**src/common/gtlink_cfg.svh**
```systemverilog
`ifndef GTLINK_CFG_SVH
`define GTLINK_CFG_SVH

// lane count, one independent channel per lane
`define GTLINK_LANES 2

// K28.5 with negative running disparity, bit 0 is the first bit on the line
`define GTLINK_COMMA 10'h17c
`define GTLINK_K28_5 8'hbc

`define GTLINK_WAIT_PLL 2
`define GTLINK_WAIT_GT 100
`define GTLINK_TIMEOUT 2000

`endif

```
**src/common/gtlink_pkg.sv**
```systemverilog
`default_nettype none

package gtlink_pkg;

	typedef struct packed {
		logic        valid;
		logic [1:0]  isk;   // one flag per byte
		logic [15:0] data;
	} lane_word_t;

	typedef logic [19:0] symbol_t; // low byte symbol in [9:0]

	typedef struct packed {
		logic aligned;
		logic disp_err;
		logic code_err;
	} lane_status_t;

	typedef enum logic [2:0] {
		IDLE,
		WAIT_START,
		PLL_RESET,
		PLL_WAIT,
		GT_RESET,
		GT_WAIT,
		DATA
	} seq_state_e;

	// 5b/6b, {flip at rd+, abcdei at rd-}
	function automatic logic [6:0] code6_tab(input logic [4:0] x);
		case (x)
			5'd0:  return 7'b1_100111;
			5'd1:  return 7'b1_011101;
			5'd2:  return 7'b1_101101;
			5'd3:  return 7'b0_110001;
			5'd4:  return 7'b1_110101;
			5'd5:  return 7'b0_101001;
			5'd6:  return 7'b0_011001;
			5'd7:  return 7'b1_111000; // balanced but still flips
			5'd8:  return 7'b1_111001;
			5'd9:  return 7'b0_100101;
			5'd10: return 7'b0_010101;
			5'd11: return 7'b0_110100;
			5'd12: return 7'b0_001101;
			5'd13: return 7'b0_101100;
			5'd14: return 7'b0_011100;
			5'd15: return 7'b1_010111;
			5'd16: return 7'b1_011011;
			5'd17: return 7'b0_100011;
			5'd18: return 7'b0_010011;
			5'd19: return 7'b0_110010;
			5'd20: return 7'b0_001011;
			5'd21: return 7'b0_101010;
			5'd22: return 7'b0_011010;
			5'd23: return 7'b1_111010;
			5'd24: return 7'b1_110011;
			5'd25: return 7'b0_100110;
			5'd26: return 7'b0_010110;
			5'd27: return 7'b1_110110;
			5'd28: return 7'b0_001110;
			5'd29: return 7'b1_101110;
			5'd30: return 7'b1_011110;
			default: return 7'b1_101011;
		endcase
	endfunction

	// 3b/4b data codes, {flip at rd+, fghj at rd-}
	function automatic logic [4:0] code4_tab(input logic [2:0] y);
		case (y)
			3'd0: return 5'b1_1011;
			3'd1: return 5'b0_1001;
			3'd2: return 5'b0_0101;
			3'd3: return 5'b1_1100;
			3'd4: return 5'b1_1101;
			3'd5: return 5'b0_1010;
			3'd6: return 5'b0_0110;
			default: return 5'b1_1110;
		endcase
	endfunction

	// K28.y fghj at rd-, whole symbol is inverted at rd+
	function automatic logic [3:0] code4_k(input logic [2:0] y);
		case (y)
			3'd0: return 4'b0100;
			3'd1: return 4'b1001;
			3'd2: return 4'b0101;
			3'd3: return 4'b0011;
			3'd4: return 4'b0010;
			3'd5: return 4'b1010;
			3'd6: return 4'b0110;
			default: return 4'b1000;
		endcase
	endfunction

endpackage

`default_nettype wire

```
**src/lane/enc_8b10b.sv**
```systemverilog
`timescale 1ns/10ps
`default_nettype none

module enc_8b10b import gtlink_pkg::*; (
	input  wire [7:0] din,
	input  wire       isk,
	input  wire       rd_in,  // 1 is positive
	output logic [9:0] dout,
	output logic      rd_out
);

	logic [6:0] c6;
	logic [4:0] c4;
	logic [5:0] b6;
	logic [3:0] b4;
	logic [9:0] code; // abcdei fghj, a in msb
	logic rd6;
	logic alt7;

	always_comb begin
		c6 = code6_tab(din[4:0]);
		c4 = code4_tab(din[7:5]);
		b6 = c6[5:0];
		if (rd_in && c6[6])
			b6 = ~b6;
		rd6 = ($countones(b6) == 3) ? rd_in : ($countones(b6) > 3);
		// x.7 alternate keeps runs of five equal bits out of the stream
		alt7 = (din[7:5] == 3'd7) &&
			((!rd6 && (din[4:0] == 5'd17 || din[4:0] == 5'd18 || din[4:0] == 5'd20)) ||
			(rd6 && (din[4:0] == 5'd11 || din[4:0] == 5'd13 || din[4:0] == 5'd14)));
		b4 = alt7 ? 4'b0111 : c4[3:0];
		if (rd6 && (c4[4] || alt7))
			b4 = ~b4;
		code = {b6, b4};
		if (isk) begin // K28 only
			code = {6'b001111, code4_k(din[7:5])};
			if (rd_in)
				code = ~code;
		end
		for (int i = 0; i < 10; i++)
			dout[i] = code[9-i];
		rd_out = ($countones(code) == 5) ? rd_in : ($countones(code) > 5);
	end

endmodule

`default_nettype wire

```
**src/lane/dec_8b10b.sv**
```systemverilog
`timescale 1ns/10ps
`default_nettype none

module dec_8b10b import gtlink_pkg::*; (
	input  wire [9:0] din,
	input  wire       rd_in,
	output logic [7:0] dout,
	output logic      isk,
	output logic      rd_out,
	output logic      disp_err,
	output logic      code_err
);

	logic [9:0] code;
	logic [5:0] b6;
	logic [3:0] b4;
	logic [6:0] t6;
	logic [4:0] t4;
	logic [4:0] x;
	logic [2:0] y;
	logic hit6, hit4, minus6, plus6, minus4, plus4, rd6;

	always_comb begin
		for (int i = 0; i < 10; i++)
			code[9-i] = din[i];
		b6 = code[9:4];
		b4 = code[3:0];
		{hit6, minus6, plus6, x} = '0;
		for (int i = 0; i < 32; i++) begin
			t6 = code6_tab(5'(i));
			if (b6 == t6[5:0]) begin
				{hit6, minus6, x} = {1'b1, t6[6], 5'(i)};
			end else if (t6[6] && b6 == ~t6[5:0]) begin
				{hit6, plus6, x} = {2'b11, 5'(i)};
			end
		end
		isk = (b6 == 6'b001111 || b6 == 6'b110000);
		if (isk)
			{hit6, minus6, plus6, x} = {1'b1, b6[0], !b6[0], 5'd28};
		rd6 = ($countones(b6) == 3) ? rd_in : ($countones(b6) > 3);
		{hit4, minus4, plus4, y} = '0;
		for (int j = 0; j < 8; j++) begin
			t4 = code4_tab(3'(j));
			if (isk) begin
				if (b4 == (plus6 ? ~code4_k(3'(j)) : code4_k(3'(j))))
					{hit4, y} = {1'b1, 3'(j)};
			end else if (b4 == t4[3:0]) begin
				{hit4, minus4, y} = {1'b1, t4[4], 3'(j)};
			end else if (t4[4] && b4 == ~t4[3:0]) begin
				{hit4, plus4, y} = {2'b11, 3'(j)};
			end
		end
		if (!isk && (b4 == 4'b0111 || b4 == 4'b1000)) // x.7 alternate
			{hit4, minus4, plus4, y} = {1'b1, b4[0], !b4[0], 3'd7};
		dout     = {y, x};
		code_err = !(hit6 && hit4);
		disp_err = (minus6 && rd_in) || (plus6 && !rd_in) || (minus4 && rd6) || (plus4 && !rd6);
		rd_out   = ($countones(din) == 5) ? rd_in : ($countones(din) > 5);
	end

endmodule

`default_nettype wire

```
**src/lane/gt_lane.sv**
```systemverilog
`timescale 1ns/10ps
`default_nettype none
`include "gtlink_cfg.svh"

module gt_lane import gtlink_pkg::*; (
	input  wire          TXUSRCLK,
	input  wire          sreset,
	input  lane_word_t   tx_word,
	output symbol_t      tx_sym,
	input  symbol_t      rx_sym,
	output lane_word_t   rx_word,
	output lane_status_t status
);

	logic tx_rd, tx_rd_mid, tx_rd_next;
	symbol_t tx_enc;
	logic [39:0] window;   // newest symbol in the top half
	logic [4:0] shift_pos, find_pos;
	logic found, aligned, shift_valid;
	symbol_t rx_shift;
	logic rx_rd, rx_rd_mid, rx_rd_next;
	logic [15:0] rx_dec;
	logic [1:0] rx_isk, rx_derr, rx_cerr;

	enc_8b10b u_enc_lo (.din(tx_word.data[7:0]), .isk(tx_word.isk[0]), .rd_in(tx_rd),
		.dout(tx_enc[9:0]), .rd_out(tx_rd_mid));
	enc_8b10b u_enc_hi (.din(tx_word.data[15:8]), .isk(tx_word.isk[1]), .rd_in(tx_rd_mid),
		.dout(tx_enc[19:10]), .rd_out(tx_rd_next));

	always_ff @(posedge TXUSRCLK) begin
		tx_sym <= tx_enc;
		tx_rd  <= sreset ? 1'b0 : tx_rd_next;
	end

	// comma search, lowest offset wins
	always_comb begin
		found    = 1'b0;
		find_pos = '0;
		for (int p = 19; p >= 0; p--) begin
			if (window[p +: 10] == `GTLINK_COMMA) begin
				found    = 1'b1;
				find_pos = 5'(p);
			end
		end
	end

	always_ff @(posedge TXUSRCLK) begin
		if (sreset) begin
			window      <= '0;
			aligned     <= 1'b0;
			shift_pos   <= '0;
			shift_valid <= 1'b0;
		end else begin
			window      <= {rx_sym, window[39:20]};
			shift_valid <= aligned;
			if (!aligned && found) begin // offset is kept once latched
				aligned   <= 1'b1;
				shift_pos <= find_pos;
			end
		end
	end

	always_ff @(posedge TXUSRCLK)
		rx_shift <= 20'(window >> shift_pos);

	dec_8b10b u_dec_lo (.din(rx_shift[9:0]), .rd_in(rx_rd), .dout(rx_dec[7:0]),
		.isk(rx_isk[0]), .rd_out(rx_rd_mid), .disp_err(rx_derr[0]), .code_err(rx_cerr[0]));
	dec_8b10b u_dec_hi (.din(rx_shift[19:10]), .rd_in(rx_rd_mid), .dout(rx_dec[15:8]),
		.isk(rx_isk[1]), .rd_out(rx_rd_next), .disp_err(rx_derr[1]), .code_err(rx_cerr[1]));

	always_ff @(posedge TXUSRCLK) begin
		rx_word.data <= rx_dec;
		rx_word.isk  <= rx_isk;
		if (sreset) begin
			rx_rd         <= 1'b0;
			rx_word.valid <= 1'b0;
			status        <= '0;
		end else begin
			rx_rd           <= shift_valid ? rx_rd_next : 1'b0; // first comma is rd-
			rx_word.valid   <= shift_valid;
			status.aligned  <= aligned;
			status.disp_err <= shift_valid && (|rx_derr);
			status.code_err <= shift_valid && (|rx_cerr);
		end
	end

	a_pos_hold: assert property (@(posedge TXUSRCLK) disable iff (sreset)
		aligned |=> (shift_pos < 5'd20) && $stable(shift_pos));

endmodule

`default_nettype wire

```
**src/design/reset_seq.sv**
```systemverilog
`timescale 1ns/10ps
`default_nettype none
`include "gtlink_cfg.svh"

module reset_seq import gtlink_pkg::*; (
	input  wire        TXUSRCLK,
	input  wire        sreset,
	input  wire        pll_lock,
	input  wire        gt_resetdone,
	output logic       pll_reset,
	output logic       gt_reset,
	output logic       link_up,
	output seq_state_e state
);

	seq_state_e next;
	logic [15:0] cnt;
	logic tmo;

	assign tmo = (cnt == 16'(`GTLINK_TIMEOUT));

	always_comb begin
		next = state;
		case (state)
			IDLE:       next = WAIT_START;
			WAIT_START: next = PLL_RESET;
			PLL_RESET:  if (cnt == 16'(`GTLINK_WAIT_PLL)) next = PLL_WAIT;
			PLL_WAIT:   next = pll_lock ? GT_RESET : (tmo ? WAIT_START : PLL_WAIT);
			GT_RESET:   if (cnt == 16'(`GTLINK_WAIT_GT)) next = GT_WAIT;
			GT_WAIT:    next = gt_resetdone ? DATA : (tmo ? WAIT_START : GT_WAIT);
			DATA:       next = DATA;
			default:    next = IDLE;
		endcase
		// lost lock sends every later state back to the start
		if (!pll_lock && (state == GT_RESET || state == GT_WAIT || state == DATA))
			next = WAIT_START;
	end

	always_ff @(posedge TXUSRCLK) begin
		if (sreset) begin
			state     <= IDLE;
			cnt       <= '0;
			pll_reset <= 1'b1;
			gt_reset  <= 1'b1;
			link_up   <= 1'b0;
		end else begin
			state     <= next;
			cnt       <= (next == state) ? cnt + 16'd1 : 16'd0;
			pll_reset <= (next == IDLE || next == WAIT_START || next == PLL_RESET);
			gt_reset  <= !(next == GT_WAIT || next == DATA);
			link_up   <= (next == DATA);
		end
	end

	// link_up follows a lost lock by one cycle at most
	a_link_lock: assert property (@(posedge TXUSRCLK) disable iff (sreset)
		!pll_lock |=> !link_up);

endmodule

`default_nettype wire

```
**src/design/tx_framer.sv**
```systemverilog
`timescale 1ns/10ps
`default_nettype none
`include "gtlink_cfg.svh"

module tx_framer import gtlink_pkg::*; (
	input  wire        TXUSRCLK,
	input  wire        sreset,
	input  wire        link_up,
	input  lane_word_t [`GTLINK_LANES-1:0] user_word,
	output lane_word_t [`GTLINK_LANES-1:0] lane_word
);

	localparam lane_word_t IDLE_WORD = '{
		valid: 1'b0,
		isk:   2'b11,
		data:  {`GTLINK_K28_5, `GTLINK_K28_5}
	};

	always_ff @(posedge TXUSRCLK) begin
		for (int i = 0; i < `GTLINK_LANES; i++) begin
			if (sreset)
				lane_word[i] <= IDLE_WORD;
			else if (link_up && user_word[i].valid)
				lane_word[i] <= user_word[i];
			else
				lane_word[i] <= IDLE_WORD; // fill the empty cycle
		end
	end

endmodule

`default_nettype wire

```
**src/design/rx_deframer.sv**
```systemverilog
`timescale 1ns/10ps
`default_nettype none
`include "gtlink_cfg.svh"

module rx_deframer import gtlink_pkg::*; (
	input  wire          TXUSRCLK,
	input  wire          sreset,
	input  wire          link_up,
	input  lane_word_t   [`GTLINK_LANES-1:0] lane_word,
	input  lane_status_t [`GTLINK_LANES-1:0] lane_status,
	output lane_word_t   [`GTLINK_LANES-1:0] user_word,
	output logic         all_aligned,
	output logic         link_err
);

	logic [`GTLINK_LANES-1:0] is_idle, aligned_v, err_v;

	always_comb begin
		for (int i = 0; i < `GTLINK_LANES; i++) begin
			is_idle[i]   = (lane_word[i].isk == 2'b11) &&
				(lane_word[i].data == {`GTLINK_K28_5, `GTLINK_K28_5});
			aligned_v[i] = lane_status[i].aligned;
			err_v[i]     = lane_status[i].disp_err | lane_status[i].code_err;
		end
	end

	always_ff @(posedge TXUSRCLK) begin
		for (int i = 0; i < `GTLINK_LANES; i++) begin
			user_word[i].data <= lane_word[i].data;
			user_word[i].isk  <= lane_word[i].isk;
		end
		if (sreset) begin
			for (int i = 0; i < `GTLINK_LANES; i++)
				user_word[i].valid <= 1'b0;
			all_aligned <= 1'b0;
			link_err    <= 1'b0;
		end else begin
			for (int i = 0; i < `GTLINK_LANES; i++)
				user_word[i].valid <= lane_word[i].valid && aligned_v[i] && link_up && !is_idle[i];
			all_aligned <= &aligned_v;
			link_err    <= link_err | (|err_v); // sticky
		end
	end

endmodule

`default_nettype wire

```
**src/design/link_top.sv**
```systemverilog
`timescale 1ns/10ps
`default_nettype none
`include "gtlink_cfg.svh"

module link_top import gtlink_pkg::*; (
	input  wire        TXUSRCLK,
	input  wire        sreset,
	input  wire        pll_lock,
	input  wire        gt_resetdone,
	output logic       pll_reset,
	output logic       gt_reset,
	output logic       link_up,
	input  lane_word_t [`GTLINK_LANES-1:0] tx_word,
	output symbol_t    [`GTLINK_LANES-1:0] tx_sym,
	input  symbol_t    [`GTLINK_LANES-1:0] rx_sym,
	output lane_word_t [`GTLINK_LANES-1:0] rx_word,
	output logic       all_aligned,
	output logic       link_err
);

	lane_word_t   [`GTLINK_LANES-1:0] lane_tx, lane_rx;
	lane_status_t [`GTLINK_LANES-1:0] lane_stat;

	reset_seq u_seq (.TXUSRCLK, .sreset, .pll_lock, .gt_resetdone, .pll_reset, .gt_reset,
		.link_up, .state());

	tx_framer u_framer (.TXUSRCLK, .sreset, .link_up, .user_word(tx_word), .lane_word(lane_tx));

	for (genvar i = 0; i < `GTLINK_LANES; i++) begin : g_lane
		gt_lane u_lane (.TXUSRCLK, .sreset, .tx_word(lane_tx[i]), .tx_sym(tx_sym[i]),
			.rx_sym(rx_sym[i]), .rx_word(lane_rx[i]), .status(lane_stat[i]));
	end

	rx_deframer u_deframer (.TXUSRCLK, .sreset, .link_up, .lane_word(lane_rx),
		.lane_status(lane_stat), .user_word(rx_word), .all_aligned, .link_err);

endmodule

`default_nettype wire

```
**config.mk**
```make
export PLATFORM = sky130hd
export DESIGN_NAME = link_top
export DESIGN_NICKNAME = d
export VERILOG_FILES = /design/src/common/gtlink_pkg.sv /design/src/lane/enc_8b10b.sv /design/src/lane/dec_8b10b.sv /design/src/lane/gt_lane.sv /design/src/design/reset_seq.sv /design/src/design/tx_framer.sv /design/src/design/rx_deframer.sv /design/src/design/link_top.sv
export VERILOG_INCLUDE_DIRS = /design/src /design/src/common
export SDC_FILE = /design/constraint.sdc
export NUM_CORES = 1
export LEC_CHECK = 0
export BUFFER_PORTS_ARGS = -buffer_cell sky130_fd_sc_hd__buf_2
export CAP_MARGIN = 10
export CORE_ASPECT_RATIO = 1.4
export CORE_MARGIN = 2
export CORE_UTILIZATION = 40
export CTS_BUF_LIST = sky130_fd_sc_hd__clkbuf_4 sky130_fd_sc_hd__clkbuf_8
export DETAILED_ROUTE_END_ITERATION = 7
export PLACE_DENSITY_LB_ADDON = 0.05
export SLEW_MARGIN = 20
export SYNTH_ARGS = -nofsm -noshare
export SYNTH_HDL_FRONTEND = slang
export SYNTH_HIERARCHICAL = 1
export SYNTH_SLANG_ARGS = --single-unit
```
**constraint.sdc**
```tcl
create_clock -name TXUSRCLK -period 12.2 [get_ports TXUSRCLK]
set_input_delay 1.22 -clock TXUSRCLK [delete_from_list [all_inputs] [get_ports TXUSRCLK]]
set_output_delay 1.22 -clock TXUSRCLK [all_outputs]
set_load 0.1 [all_outputs]
```
==> results_dict.tcl <==
set metrics [dict create \
    drt_pass1_iterations 6 \
    die_x_um 227 \
    met3_length_um 3780 \
    place_area_sq_mm 0.0295 \
    fill_cells 6918 \
    worstSetupStartpointType "register" \
    reg2regPathDepth 54 \
    numCtsBuffers 54 \
    dpl.hpwl_um 62100 \
    hold_viol_final 0 \
    fin_cells 4494 \
    htree_num_levels 2 \
    cap_violations 0 \
    highest_layer "met5" \
    min_path_cells 0 \
    reg2reg_slack_ns -0.28 \
    cts.sinks 318 \
    slew_viol_final 0 \
    drive_gt1_share_pct 17.9 \
    met1_length_um 34600 \
    first_iter_violations 2201 \
    cts-root-buf "clkbuf_8" \
    final_nets 3814 \
    crit_arrival_ns 13.07 \
    yosysWarnings 6 \
    violations "setup timing" \
    grt_pass1_vias 25868 \
    design_area_sq_mm 0.0313 \
    required_ns 12.79 \
    dp_cells 4373 \
    cts_tree "built" \
    fmax_ghz 0.0801 \
    cts.clk_slew.worst_paths_ns 0.06 \
    crit_slowest_cell "fa_1" \
    cp-end-kind "register" \
    fin_crit_ns 12.48 \
    wl_um 83300 \
    grt_remaining_overflow 0 \
    via_count 26320 \
    core_area_sq_mm 0.0689 \
    crit_type "register to register" \
    worst_pin_slew_ns 1.09 \
    grt_usage_pct 22.7 \
    final.setup.tns_ns -0.376 \
    avgSynthCellArea_sq_um 8.11 \
    crit_path_max_fanout 5 \
    post-route-util_pct 45.4 \
    setup_slack_ns -0.281 \
    cts.path.max_buffers 3 \
    cpMostUsedCell "inv_1" \
    vdd_drop_max_v 0.00203 \
    synthCells 3430 \
    die_h_um 316 \
    initial_utilization_pct 40.4 \
    syn_area_sq_mm 0.0278 \
    wl_per_cell_um 18.5 \
    grt_antenna_before_repair 2 \
    grt_first_pass_wirelength_um 135000 \
    io_pins 165 \
    clock_skew_ns 0.0284 \
    min_period_over_period_pct 102 \
    detail-route-antenna-nets 0 \
    rsz0062_at_grt "yes" \
    hold_buffers 0 \
    vias_per_cell 5.86 \
    grt_max_degree 79 \
    powerDensity_mw_per_mm2 326 \
    route.detailed.drc 0 \
    placement_rows 114 \
    numPortBuffers 164 \
    synthesis.nets 3723 \
    place_congestion 0.903 \
    final-setup-viol-count 2 \
    hp-class "register to register" \
    insertion_delay_ns 0.67 \
    area_growth_pct 12.3 \
    slew_headroom_pct 27.3 \
    status "complete, but fails checks" \
    cp_slowest_stage_delay_ns 0.58 \
    design.die.area_sq_mm 0.0717 \
    met2RoutedLength_um 42100 \
    p_leak_nw 12.9 \
]
==> final cells by class <==
type / instances / area [sq um] / area share (%)
Multi-Input combinational cell: 2682 / 19900 / 63.5
Sequential cell: 318 / 6380 / 20.4
Timing Repair Buffer: 296 / 1840 / 5.88
Tap cell: 928 / 1160 / 3.72
Clock buffer: 72 / 947 / 3.03
Inverter: 169 / 639 / 2.05
Clock inverter: 28 / 432 / 1.38
Antenna cell: 1 / 2.50 / 0.00801
==> path summary, 6_finish.rpt <==
path                                 from                  endpoint
min          g_lane[1].u_lane/rx_word[16]  u_deframer/user_word[35]
min reg2reg  g_lane[1].u_lane/rx_word[16]  u_deframer/user_word[35]
max reg2reg        u_framer/lane_word[19]    g_lane[1].u_lane/tx_rd
max                u_framer/lane_word[19]    g_lane[1].u_lane/tx_rd
==> where the power goes <==
group | switching (W) | leakage, nW | internal (W) | total, W
Sequential | 0.0000785 | 2.62 | 0.00120 | 0.00128
Clock | 0.000473 | 0.715 | 0.000743 | 0.00122
Combinational | 0.00425 | 9.56 | 0.00344 | 0.00768
Total | 0.00480 | 12.9 | 0.00539 | 0.0102
==> routing by layer <==
layer | up-vias | track usage, %
met5 | - | 0
met1 | 12525 | 27.4
met3 | 183 | 2.90
met2 | 838 | 41.0
met4 | 2 | 8.37
li1 | 12772 | -
==> registers in the layout, indices dropped and copies added, names as in the netlist, 3 cells and up <==
| name | count |
|---|---|
| g_lane.u_lane/rx_shift | 40 |
| g_lane.u_lane/window | 80 |
| g_lane.u_lane/tx_sym | 40 |
| g_lane.u_lane/rx_word | 38 |
| g_lane.u_lane/shift_pos | 10 |
| u_seq/state | 3 |
| u_deframer/user_word | 38 |
| u_seq/cnt | 16 |
| g_lane.u_lane/status | 6 |
| u_framer/lane_word | 36 |
==> worst max-delay path, delay by kind of cell (launching register included) <==
kind	cells	cell delay, ns
compound gates	11	2.15
xor+xnor	2	0.30
fa+ha+maj	21	7.86
buf+inv	18	1.09
flops	1	0.37
mux	1	0.47
simple gates	1	0.13
==> timing repair <==
action,CTS,global route
setup endpoints to repair,2,2
gates resized for setup,32,28
buffers inserted,14,6
pin swaps,37,30
==> stage by stage <==
step,hold slack [ns],setup WS (ns),total power (W)
2_1_floorplan,0.322,0.00684,0.00690
3_3_place_gp,0.327,-0.357,0.00841
3_5_place_dp,0.332,-0.546,0.00864
4_1_cts,0.346,-0.388,0.0103
5_1_grt,0.354,-0.892,0.0115
6_report,0.344,-0.281,0.0102
==> cell usage in the layout, fill, tap and decap left out, types with 24 or more instances in the layout <==
cell and count:
dfxtp_1 311, o21ai_0 200, buf_4 129, mux2i_1 124
nor2b_1 133, and3_1 55, nand2_1 339, nand4b_1 29
nand4bb_1 30, nand3b_1 24, mux4_2 34, clkbuf_8 65
inv_1 150, nor4_1 33, fa_1 51, o22ai_1 36
nand4_1 37, and2_1 44, o21a_1 26, nand3_1 143
a211oi_1 44, a31oi_1 38, nand2b_1 54, nor2_1 179
o211ai_1 32, buf_2 163, ha_1 138, xnor2_1 43
nor3_1 47, a21oi_1 188
No activity file was read; power rests on OpenSTA's default activity.
